[config.mk]
export PLATFORM = sky130hd
export DESIGN_NAME = realign_top
export DESIGN_NICKNAME = d
export VERILOG_FILES = /design/src/logic/realign_pkg.sv /design/src/logic/axis_realign.sv /design/src/logic/axis_reg_slice.sv /design/src/logic/pkt_len_monitor.sv /design/src/logic/realign_top.sv
export SDC_FILE = /design/constraint.sdc
export NUM_CORES = 1
export LEC_CHECK = 0
export BUFFER_PORTS_ARGS = -buffer_cell sky130_fd_sc_hd__buf_2
export CAP_MARGIN = 20
export CORE_MARGIN = 2
export CORE_UTILIZATION = 50
export CTS_CLUSTER_SIZE = 25
export DETAILED_ROUTE_END_ITERATION = 8
export PLACE_DENSITY_LB_ADDON = 0.08
export SYNTH_ARGS = -nofsm -noshare
export SYNTH_HDL_FRONTEND = slang
export SYNTH_SLANG_ARGS = --single-unit
[constraint.sdc]
create_clock -name aclk -period 3.8 [get_ports aclk]
set_input_delay 1.14 -clock aclk [delete_from_list [all_inputs] [get_ports aclk]]
set_output_delay 1.14 -clock aclk [all_outputs]
set_load 0.005 [all_outputs]
[src/logic/realign_pkg.sv]
package realign_pkg;

	//////////////////////////////////////////////////
	// stream beat

	// keep[3] marks the first byte in big-endian lane order
	typedef struct packed {
		logic [31:0] data;
		logic [3:0] keep;
		logic last;
	} axis_beat_t;

	//////////////////////////////////////////////////
	// packet statistics

	typedef logic [15:0] pkt_len_t;	// bytes per packet

	//////////////////////////////////////////////////
	// register slice occupancy

	typedef enum logic [1:0] {
		empty = 2'd0,	// nothing held
		one = 2'd1,	// main register only
		two = 2'd2	// main and skid registers
	} slice_state_e;

endpackage

[src/logic/axis_realign.sv]
`timescale 1ns/1ps

module axis_realign import realign_pkg::*; #(
	parameter bit input_big_endian = 1'b1,
	parameter bit output_big_endian = 1'b1
) (
	input logic aclk,
	input logic aresetn,

	input axis_beat_t s_beat,
	input logic s_tvalid,
	output logic s_tready,

	output axis_beat_t m_beat,
	output logic m_tvalid,
	input logic m_tready
);

	logic [3:0][7:0] in_byte;	// index 0 is first on the wire
	logic [3:0] in_be;
	logic [1:0] in_off;	// first valid lane
	logic [2:0] in_cnt;	// valid bytes in this beat

	logic [6:0][7:0] hold;	// pending bytes, oldest at index 0
	logic [6:0][7:0] shifted;
	logic [6:0][7:0] hold_next;
	logic [2:0] pend_cnt;
	logic [2:0] base;	// append point after the output beat leaves
	logic [2:0] pend_next;

	logic [3:0] out_be;
	logic [3:0][7:0] out_byte;
	logic out_last;
	logic flush;	// tail of an overflowing packet still pending

	logic in_fire;
	logic out_fire;

	assign s_tready = m_tready && !flush;
	assign in_fire = s_tvalid && s_tready;
	assign out_fire = m_tvalid && m_tready;

	//////////////////////////////////////////////////
	// input lanes

	always_comb
	begin
		if (input_big_endian)
		begin
			in_byte = {<<8{s_beat.data}};
			in_be = {<<{s_beat.keep}};
		end
		else
		begin
			in_byte = s_beat.data;
			in_be = s_beat.keep;
		end
	end

	// keep is one contiguous run, so offset and count describe it fully
	always_comb
	begin
		in_off = 2'd0;
		in_cnt = 3'd0;
		for (int i = 3; i >= 0; i--)
		begin
			if (in_be[i])
				in_off = 2'(i);
		end
		for (int i = 0; i < 4; i++)
			in_cnt = in_cnt + 3'(in_be[i]);
	end

	//////////////////////////////////////////////////
	// pending byte count

	always_comb
	begin
		if (out_fire)
			base = (pend_cnt > 3'd4) ? pend_cnt - 3'd4 : 3'd0;
		else
			base = pend_cnt;
		pend_next = in_fire ? base + in_cnt : base;	// never above 7
	end

	//////////////////////////////////////////////////
	// holding register

	always_comb
	begin : pack_bytes
		logic [2:0] pos;
		logic [1:0] lane;
		for (int j = 0; j < 3; j++)
			shifted[j] = hold[j + 4];	// overflow moves forward
		for (int j = 3; j < 7; j++)
			shifted[j] = hold[j];
		hold_next = out_fire ? shifted : hold;
		for (int j = 0; j < 7; j++)
		begin
			pos = 3'(j) - base;
			lane = in_off + pos[1:0];
			if (in_fire && 3'(j) >= base && pos < in_cnt)
				hold_next[j] = in_byte[lane];
		end
	end

	always_ff @(posedge aclk)
	begin
		hold <= hold_next;
	end

	//////////////////////////////////////////////////
	// output control

	always_ff @(posedge aclk, negedge aresetn)
	begin
		if (!aresetn)
		begin
			pend_cnt <= 3'd0;
			m_tvalid <= 1'b0;
			out_last <= 1'b0;
			flush <= 1'b0;
		end
		else
		begin
			pend_cnt <= pend_next;

			// a stalled beat keeps valid and last as they are
			if (!m_tvalid || out_fire)
			begin
				if (in_fire && s_beat.last)
				begin
					m_tvalid <= 1'b1;
					out_last <= (pend_next <= 3'd4);	// else flush the rest
				end
				else if (flush && pend_next != 3'd0)
				begin
					m_tvalid <= 1'b1;	// short remainder of the packet
					out_last <= 1'b1;
				end
				else
				begin
					m_tvalid <= (pend_next >= 3'd4);
					out_last <= 1'b0;
				end
			end

			if (in_fire && s_beat.last && pend_next > 3'd4)
				flush <= 1'b1;
			else if (out_fire && out_last)
				flush <= 1'b0;
		end
	end

	//////////////////////////////////////////////////
	// output lanes

	always_comb
	begin
		for (int i = 0; i < 4; i++)
		begin
			out_be[i] = (pend_cnt > 3'(i));
			out_byte[i] = out_be[i] ? hold[i] : 8'h00;	// unused lanes read zero
		end
		m_beat.last = out_last;
		if (output_big_endian)
		begin
			m_beat.data = {<<8{out_byte}};
			m_beat.keep = {<<{out_be}};
		end
		else
		begin
			m_beat.data = out_byte;
			m_beat.keep = out_be;
		end
	end

endmodule

[src/logic/axis_reg_slice.sv]
`timescale 1ns/1ps

module axis_reg_slice import realign_pkg::*; (
	input logic aclk,
	input logic aresetn,

	input axis_beat_t s_beat,
	input logic s_tvalid,
	output logic s_tready,

	output axis_beat_t m_beat,
	output logic m_tvalid,
	input logic m_tready
);

	slice_state_e state;
	slice_state_e state_next;
	axis_beat_t skid;	// beat caught while the output stalls

	logic in_fire;
	logic out_fire;

	assign in_fire = s_tvalid && s_tready;
	assign out_fire = m_tvalid && m_tready;

	always_comb
	begin
		state_next = state;
		case (state)
			empty:
				if (in_fire)
					state_next = one;
			one:
				if (in_fire && !out_fire)
					state_next = two;
				else if (!in_fire && out_fire)
					state_next = empty;
			two:
				if (out_fire)
					state_next = one;
			default:
				state_next = empty;
		endcase
	end

	// ready and valid both come straight from flops
	always_ff @(posedge aclk, negedge aresetn)
	begin
		if (!aresetn)
		begin
			state <= empty;
			m_tvalid <= 1'b0;
			s_tready <= 1'b1;
		end
		else
		begin
			state <= state_next;
			m_tvalid <= (state_next != empty);
			s_tready <= (state_next != two);
		end
	end

	always_ff @(posedge aclk)
	begin
		if (state == two && out_fire)
			m_beat <= skid;
		else if (in_fire && (state == empty || out_fire))
			m_beat <= s_beat;
		if (in_fire && state == one && !out_fire)
			skid <= s_beat;
	end

endmodule

[src/logic/pkt_len_monitor.sv]
`timescale 1ns/1ps

module pkt_len_monitor import realign_pkg::*; (
	input logic aclk,
	input logic aresetn,

	input axis_beat_t beat,
	input logic tvalid,
	input logic tready,

	output pkt_len_t pkt_len,
	output logic pkt_len_valid
);

	pkt_len_t total;	// bytes seen so far in this packet
	pkt_len_t total_next;
	logic [2:0] beat_cnt;
	logic fire;

	assign fire = tvalid && tready;

	always_comb
	begin
		beat_cnt = 3'd0;
		for (int i = 0; i < 4; i++)
			beat_cnt = beat_cnt + 3'(beat.keep[i]);
		total_next = total + pkt_len_t'(beat_cnt);
	end

	//////////////////////////////////////////////////
	// running total and report pulse

	always_ff @(posedge aclk, negedge aresetn)
	begin
		if (!aresetn)
		begin
			total <= '0;
			pkt_len_valid <= 1'b0;
		end
		else
		begin
			pkt_len_valid <= fire && beat.last;
			if (fire)
				total <= beat.last ? '0 : total_next;
		end
	end

	always_ff @(posedge aclk)
	begin
		if (fire && beat.last)
			pkt_len <= total_next;	// held until the next packet ends
	end

endmodule

[src/logic/realign_top.sv]
`timescale 1ns/1ps

module realign_top import realign_pkg::*; #(
	parameter bit input_big_endian = 1'b1,
	parameter bit output_big_endian = 1'b1
) (
	input logic aclk,
	input logic aresetn,

	input axis_beat_t s_beat,
	input logic s_tvalid,
	output logic s_tready,

	output axis_beat_t m_beat,
	output logic m_tvalid,
	input logic m_tready,

	output pkt_len_t pkt_len,
	output logic pkt_len_valid
);

	axis_beat_t core_beat;
	logic core_tvalid;
	logic core_tready;	// registered in the slice

	axis_realign #(
		.input_big_endian(input_big_endian),
		.output_big_endian(output_big_endian)
	) realign_i (
		.aclk(aclk),
		.aresetn(aresetn),
		.s_beat(s_beat),
		.s_tvalid(s_tvalid),
		.s_tready(s_tready),
		.m_beat(core_beat),
		.m_tvalid(core_tvalid),
		.m_tready(core_tready)
	);

	axis_reg_slice slice_i (
		.aclk(aclk),
		.aresetn(aresetn),
		.s_beat(core_beat),
		.s_tvalid(core_tvalid),
		.s_tready(core_tready),
		.m_beat(m_beat),
		.m_tvalid(m_tvalid),
		.m_tready(m_tready)
	);

	// watches the external output, drives nothing on the stream
	pkt_len_monitor monitor_i (
		.aclk(aclk),
		.aresetn(aresetn),
		.beat(m_beat),
		.tvalid(m_tvalid),
		.tready(m_tready),
		.pkt_len(pkt_len),
		.pkt_len_valid(pkt_len_valid)
	);

endmodule

Word-level counts from Yosys, hierarchy flattened
Index checks and enable logic that the tools add are counted.
- add/subtract/negate cells: 23
- multipliers: 0
- div/mod/pow operators: 0
- $lt $le $gt $ge: 29
- equal/unequal tests: 3
- shifts and indexed selects: 0
- muxes and demuxes: 47
- bitwise logic cells: 0
- reductions and logical operators: 43
- operators by type and width (kind ; count):
    $mux 8 ; 18
    $bmux 8 s2 ; 7
    $mux 37 ; 2
    $logic_and 1x1->1 ; 29
    $mux 24 ; 1
    $lt 2x3->1 const B ; 7
    $lt 3x3->1 ; 7
    $add 16x3->16 ; 1
    $mux 16 ; 1
    $mux 2 ; 8
    $add 2x2->2 ; 7
    $add 3x1->3 ; 4
    $reduce_bool 2->1 ; 6
    $ge 3x3->1 const A ; 3
    $mux 3 ; 3
    $sub 3x3->3 const A ; 3
    $ge 1x3->1 const A ; 2
    $ge 2x3->1 const A ; 2
    $gt 3x1->1 const B ; 2
    $gt 3x2->1 const B ; 2
    $gt 3x3->1 const B ; 2
    $mux 1 ; 6
    $pmux 2 s3 ; 1
    $sub 1x3->3 const A ; 2
    other kinds (13) ; 19
- register bits: 173
- bits in latches: 0
- bits in writable memories: 0
- ROM bits: 0
- bits of input ports: 41
- output and inout bits: 56
- word-level logic and storage cells: 168
- memories: 0

Longest topological paths before layout
Gate-level depths: netlist (run 1).
- depth in word-level cells: 9
- depth in mapped cells: 12
- gate-level depth less buffers: 12

Hierarchy
Synthesis (run 1) repeated with hierarchy kept, for this count alone.
- cells, all modules: 597
- area total of the unflattened synthesis: 8670.8 µm²
- by module, submodules not included (module ; times used ; cells each ; area each (µm²) ; seq. area each (µm²)):
    axis_realign ; 1 ; 317 ; 4121.5 ; 1831.8
    axis_reg_slice ; 1 ; 135 ; 2912.8 ; 2323.5
    pkt_len_monitor ; 1 ; 145 ; 1636.6 ; 905.9

Worst setup path after synthesis (run 1)
Ideal clock, no wire load.
- path type: input -> register
- from: input m_tready
- to: register slice_i.m_beat[0] (netlist name)
- library setup time: 0.483 ns
- arrival time: 4.229 ns
- data required time: 3.317 ns
- setup slack: -0.912 ns
- stages on the path: 4
- path buffers: 1
- path through: and2_1 -> clkbuf_1 -> a21oi_1 -> o21ai_0
- cells in the longest elaborated chain, start to end: 4
- elaborated cells on any way between the ends: 5
- those cells by class: reduce/logical (5)
- ends and longest elaborated chain (what ; RTL line ; source):
    start: declaration ; realign_top.sv:16 ; input logic m_tready,
    $logic_and 1x1->1 (*) ; axis_reg_slice.sv:24 ; assign out_fire = m_tvalid && m_tready;
    $logic_or 1x1->1 ; axis_reg_slice.sv:67 ; else if (in_fire && (state == empty || out_fire))
    $logic_and 1x1->1 ; axis_reg_slice.sv:67 ;
    $reduce_bool 2->1 (no source line) (*) ; - ;
Mark *: on every way between the ends. The rest lies on a longest branch, timed or not.
A chain may end at the register's enable or synchronous reset.

Worst setup path after layout (run 1)
- from: input s_beat[3] (netlist name)
- to: register realign_i.hold[18] (netlist name), enable pin
- cells in the longest elaborated chain, start to end: 6
- ends and longest elaborated chain (what ; RTL line ; source):
    start: declaration ; realign_top.sv:10 ; input axis_beat_t s_beat,
    $add 1x1->2 ; axis_realign.sv:71 ; in_cnt = in_cnt + 3'(in_be[i]);
    $add 3x1->3 (2 in series) ; axis_realign.sv:71 ;
    $lt 3x3->1 ; axis_realign.sv:102 ; if (in_fire && 3'(j) >= base && pos < in_cnt)
    $logic_and 1x1->1 ; axis_realign.sv:102 ;
    $reduce_bool 2->1 (no source line) ; - ;
    end signal: assignment ; axis_realign.sv:109 ; hold <= hold_next;
    end: declaration ; axis_realign.sv:24 ; logic [6:0][7:0] hold;
Every way passes these cells.

==> flow_summary.yaml, run 1 <==
route:
  initial_drt_pass_iterations: 5
  routed_wl_um: 16150
  avgRoutedWirePerCell_um: 17.48
  postRouteAntennaNets: 0
  detail_route.drc_violations: 0
  drt_first_iter_violations: 289
  vias: 4942
  vias_per_cell: 5.348
die:
  dieHeight_um: 134.5
  num_rows: 47
  design.die.area_um2: 18090
  pin_count: 97
  die_w_um: 134.5
  coreArea_um2: 16640
  start_util: 0.5115
synthesis:
  synth_edf_count: 146
  synth_area_leaders: "sky130_fd_sc_hd__edfxtp_1 51%, sky130_fd_sc_hd__mux2_2 7.7%, sky130_fd_sc_hd__dfrtp_1 7.6%, sky130_fd_sc_hd__ha_1 4.9%, sky130_fd_sc_hd__mux2i_1 3.9%"
  synth_top_area_share: 0.5150
  synthDominantAreaCellType: "sky130_fd_sc_hd__edfxtp_1"
  synthFlopType: "sky130_fd_sc_hd__edfxtp_1"
  synth_warnings: 0
  synthDistinctLibCells: 58
  post_synth_inst_count: 590
  synth-seq-cells: 173
  seq_area_frac_synth: 0.5945
  post_synth_instance_area_um2: 8513
  synthesis.area_per_instance_um2: 14.43
  async_reset_ff_frac: 0.1561
  postSynthNetCount: 667
setup_path:
  critical_path_peak_fanout: 9
  cp.buffers_inverters: 4
  timing.setup.critical_path_class: "in -> reg"
  timing.critical_path.to_type: "flop"
  path_cells: "buf_2 -> ha_1 -> inv_1 -> fa_1 -> inv_1 -> ha_1 -> inv_1 -> ha_1 -> a21o_1 -> a2111o_1 -> nand2_1"
  timing.critical_path.depth: 11
  timing.critical_path.slowest_cell_delay_ns: 0.56
  worst-endpoint-arrival_ns: 3.66
  cpLargestDelayFamily: "adder cells"
  critical_path_required_time_ns: 3.90
  critical_path.startpoint_type: "primary input"
  critical_path.slowest_cell: "sky130_fd_sc_hd__a2111o_1"
  count_of_cells_along_the_worst_register_to_register_path: 7
power_and_ir_drop:
  swShare: 0.3429
  clockPowerShare: 0.184
  intPower_uw: 5840
  p_per_area_nw_per_um2: 904.6
  comb_power_share: 0.419
  leakage_uw: 0.003965
  irDropWorstVdd_uv: 882.4
  power_frac_seq: 0.397
  power.net_switching_uw: 3047
layout:
  n_fill_cell: 1345
  num-nets-final: 769
  mostFrequentLayoutCells: "146 x sky130_fd_sc_hd__edfxtp_1, 96 x sky130_fd_sc_hd__buf_2, 58 x sky130_fd_sc_hd__mux2_2"
  finalCoreUtilization: 0.5903
  antenna_cells: 0
  layout_area_growth_over_synthesis_pct: 15.39
  drive_gt1_frac: 0.3239
  mostFrequentLayoutCell: "sky130_fd_sc_hd__edfxtp_1"
timing:
  whs_ns: 0.4802
  timing.final.max_slew_violations: 0
  layout_worst_path_cycle_share: 0.9390
  final_period_minus_worst_setup_slack_ns: 3.568
  unrepaired_setup_endpoints_after_global_routing: "no"
  fin_worst_skew_ns: 0.01193
  slew_headroom: 0.4002
  pin_slew_with_the_least_headroom_to_its_limit_ns: 0.8997
  timing.fmax_mhz: 280.3
  setup_violations: 0
  finalSetupTns_ns: 0
  postLayoutSetupSlackWorst_ns: 0.2318
  final_hold_viol_count: 0
global_route:
  global_route_wire_length_before_repair_um: 25850
  first_global_vias: 4978
  grt_overflow_total: 0
  grt_max_degree: 38
  antenna_violations_before_repair: 0
  grt_use_total: 0.1873
min_path:
  timing.hold.worst.class: "reg -> reg"
  hold_depth: 2
flow_run:
  timing.max_cap.violations: 0
clock_network:
  cts.path.max_buffers: 2
  cts_repair_resize_count: 0
  post-cts-setup-buffer-count: 0
  cts_htree_levels: 4
  cts_hold_buffers: 0
  clock_pin_slew_reported_for_the_worst_setup_and_hold_paths_after_clock_tree_synthesis_ns: 0.06
  tritoncts.num_buffers: 17
  worstSkewPairLatency_ns: 0.43
  clk_root_buffer_cell: "sky130_fd_sc_hd__clkbuf_16"
  clock_tree_from_tritoncts: "yes"
  clock_sink_count: 173
place:
  place.detailed.hpwl_um: 11990
  port_buffers: 96
  routability_congestion_estimate: 0.7974
  pre_cts_ws_ns: -0.2222
run_status:
  status: "completed"
sequential cells by signal, summed over array words and instances (netlist names), 2 cells and up:
name,count
realign_i.hold,56
slice_i.m_beat,37
slice_i.skid,37
monitor_i.pkt_len,16
monitor_i.total,16
realign_i.pend_cnt,3
slice_i.state,2
metal layers:
| layer | part of all wire | track usage | routed length, um | vias up |
|---|---|---|---|---|
| met3 | 0.046 | 0.04429 | 735 | 8 |
| met1 | 0.47 | 0.2581 | 7616 | 2420 |
| met5 | 0 | 0 | 0 | - |
| met4 | 0.0098 | 0.05380 | 159 | 0 |
| li1 | - | - | - | 2390 |
| met2 | 0.47 | 0.3002 | 7636 | 124 |
through the flow:
step | cells | power, uW | area (um2)
after floorplan | 590 | 6137 | 8526
after global placement | 893 | 7200 | 9268
after detailed placement | 893 | 7313 | 9268
after CTS | 924 | 8988 | 9823
after global routing | 924 | 9468 | 9823
final | 924 | 8886 | 9823
synth_stat cells, drive strengths merged (2+ instances only):
cell type	count
or3	2
a22oi	2
nand3b	3
mux4	16
o21ai	22
mux2	58
a21o	5
nand4	4
nand3	9
and3	3
o31ai	8
nand2b	4
xor2	4
a21oi	13
ha	33
dfrtp	26
nand2	28
nor2b	6
nor2	17
clkbuf	15
a41oi	2
buf	14
a22o	3
xnor2	15
a2111oi	2
nor3	3
or2	2
inv	32
a2111o	2
and2	38
edfxtp	146
fa	3
a31oi	5
mux2i	33
path summary, 6_finish.rpt:
check	start	slack, ns	to
min	monitor_i.total[0]	0.48	monitor_i.total[0]
max	s_beat[3]	0.23	realign_i.hold[18]
max in group asynchronous	aresetn	2.63	monitor_i.total[0]
min in group asynchronous	aresetn	0.74	realign_i.pend_cnt[0]
max reg2reg	realign_i.pend_cnt[2]	0.48	realign_i.hold[5]
min reg2reg	monitor_i.total[0]	0.48	monitor_i.total[0]
area by class of cell:
cell class	count	area [um2]	share of cell area
Sequential cell	173	5061	0.5152
Clock buffer	19	432.9	0.04407
Inverter	32	120.1	0.01223
Clock inverter	12	122.6	0.01248
Tap cell	220	275.3	0.02802
Timing Repair Buffer	112	625.6	0.06369
Multi-Input combinational cell	356	3186	0.3243
power groups by stage:
stage	Clock [uW]	Combinational, uW	Sequential [uW]
after floorplan	0	2640	3490
after global placement	0	3650	3550
after detailed placement	0	3740	3570
after CTS	1670	3780	3540
after global routing	1750	4120	3600
final	1630	3730	3530
kinds of logic (layout without fill, tap and decap cells):
logic type / after synthesis / in the layout / synth area share
buffers and inverters: 61 / 175 / 0.03439
AND/OR/NAND/NOR: 121 / 121 / 0.07687
multiplexers: 107 / 107 / 0.1587
XOR/XNOR: 20 / 20 / 0.02219
flip-flops: 173 / 173 / 0.5945
AO/OA/AOI/OAI: 72 / 72 / 0.05776
adder cells (fa/ha/maj): 36 / 36 / 0.05556
tightest hold or removal path, cell delays in order, from the launching register on:
cell	delay, ns
sky130_fd_sc_hd__dfrtp_1	0.35
sky130_fd_sc_hd__nand2_1	0.05
sky130_fd_sc_hd__nand2_1	0.05
(Power assumes the default switching activity.)
==> run 2: changes to the inputs <==
MAX_ROUTING_LAYER = met4   (was default)
==> flow_summary.yaml, run 2 (same netlist as run 1, synthesis figures left out) <==
place:
  numPlacedInstances: 893
  routability_congestion_estimate: 0.8088
  place.detailed.hpwl_um: 11990
  port_buffers: 96
timing:
  fin_worst_skew_ns: 0.007617
  layout_worst_path_cycle_share: 0.9400
  pin_slew_with_the_least_headroom_to_its_limit_ns: 0.8997
  whs_ns: 0.4800
  timing.final.max_slew_violations: 0
  final_hold_viol_count: 0
  setup_violations: 0
  timing.fmax_mhz: 280.0
  slew_headroom: 0.4002
  final_period_minus_worst_setup_slack_ns: 3.572
  unrepaired_setup_endpoints_after_global_routing: "no"
  finalSetupTns_ns: 0
clock_network:
  clock_sink_count: 173
  worstSkewPairLatency_ns: 0.43
  tritoncts.num_buffers: 17
  cts_repair_resize_count: 0
  cts_htree_levels: 4
  clock_pin_slew_reported_for_the_worst_setup_and_hold_paths_after_clock_tree_synthesis_ns: 0.06
  clk_root_buffer_cell: "sky130_fd_sc_hd__clkbuf_16"
  cts.path.max_buffers: 2
  post-cts-setup-buffer-count: 0
  cts_hold_buffers: 0
  clock_tree_from_tritoncts: "yes"
layout:
  mostFrequentLayoutCells: "146 x sky130_fd_sc_hd__edfxtp_1, 96 x sky130_fd_sc_hd__buf_2, 58 x sky130_fd_sc_hd__mux2_2"
  num-nets-final: 769
  reg_with_most_ffs: "realign_i.hold"
  n_fill_cell: 1345
  mostFrequentLayoutCell: "sky130_fd_sc_hd__edfxtp_1"
  layout_area_growth_over_synthesis_pct: 15.39
  largest_register_ffs: 56
  antenna_cells: 0
  instances_no_fill: 924
  finalCoreUtilization: 0.5903
  drive_gt1_frac: 0.3239
  largest_registers: "realign_i.hold x56, slice_i.m_beat x37, slice_i.skid x37"
power_and_ir_drop:
  leakage_uw: 0.003965
  irDropWorstVdd_uv: 882.6
  p_per_area_nw_per_um2: 904.3
route:
  detail_route.drc_violations: 0
  initial_drt_pass_iterations: 4
  postRouteAntennaNets: 0
  routed_wl_um: 16140
  drt_first_iter_violations: 310
  avgRoutedWirePerCell_um: 17.47
  vias: 4946
  vias_per_cell: 5.353
die:
  pin_count: 97
  die_w_um: 134.5
  start_util: 0.5115
  dieHeight_um: 134.5
  design.die.area_um2: 18090
  coreArea_um2: 16640
  num_rows: 47
setup_path:
  critical_path_peak_fanout: 9
  worst-endpoint-arrival_ns: 3.67
  critical_path.reg2reg.startpoint: "realign_i.pend_cnt[2]"
  timing.setup.critical_path_class: "in -> reg"
  critical_path.startpoint_type: "primary input"
  critical_path_required_time_ns: 3.90
  timing.critical_path.to_type: "flop"
  critPathLaunch: "s_beat[3]"
global_route:
  grt_overflow_total: 0
  global_route_wire_length_before_repair_um: 25890
  first_global_vias: 4979
  grt_use_total: 0.1933
  grt_max_degree: 38
  antenna_violations_before_repair: 0
min_path:
  holdCritStartpoint: "monitor_i.total[0]"
  timing.hold.worst.class: "reg -> reg"
flow_run:
  timing.max_cap.violations: 0
run_status:
  status: "completed"
run 2: cell counts in the layout (fill, tap and decap cells not counted):
No cell type changed its count.
run 2: layout make-up:
type / count / area [um2] / share of cell area
clock buffer: 19 / 432.9 / 0.04407
sequential: 173 / 5061 / 0.5152
tap: 220 / 275.3 / 0.02802
multi-input combinational: 356 / 3186 / 0.3243
timing repair buffer: 112 / 625.6 / 0.06369
inverter: 32 / 120.1 / 0.01223
clock inverter: 12 / 122.6 / 0.01248
run 2: final timing paths:
| path | to | slack, ns | cells past startpoint |
|---|---|---|---|
| max | realign_i.hold[17] | 0.23 | 11 |
| max reg2reg | realign_i.hold[5] | 0.49 | 7 |
| min | monitor_i.total[0] | 0.48 | 2 |
| min in group asynchronous | realign_i.pend_cnt[0] | 0.74 | 1 |
| min reg2reg | monitor_i.total[0] | 0.48 | 2 |
| max in group asynchronous | monitor_i.total[0] | 2.62 | 1 |
run 2: layer usage:
layer / part of all wire / global-route usage
met1: 0.48 / 0.2597
met2: 0.47 / 0.2999
met3: 0.037 / 0.04392
met4: 0.011 / 0.05380
met5: 0 / -
run 2: per-stage QoR:
stage                     total power (uW)  instance area, um2  setup WS (ns)
final                                 8884                9823         0.2280
after global routing                  9469                9823        0.06325
after CTS                             8988                9823         0.2280
after detailed placement              7313                9268        -0.2222
after global placement                7200                9268        -0.1244
after floorplan                       6137                8526        0.08681
run 2: worst max-delay path: stages:
cell,delay (ns)
sky130_fd_sc_hd__buf_2,0.11
sky130_fd_sc_hd__ha_1,0.28
sky130_fd_sc_hd__inv_1,0.05
sky130_fd_sc_hd__fa_1,0.36
sky130_fd_sc_hd__inv_1,0.07
sky130_fd_sc_hd__ha_1,0.23
sky130_fd_sc_hd__inv_1,0.13
sky130_fd_sc_hd__ha_1,0.25
sky130_fd_sc_hd__a21o_1,0.17
sky130_fd_sc_hd__a2111o_1,0.56
sky130_fd_sc_hd__nand2_1,0.32
run 2: power by group:
part	leakage (uW)	switching, uW	internal [uW]
clock network	0.000264	676	956
logic	0.00197	2080	1640
registers	0.00173	287	3240
total	0.00397	3040	5840
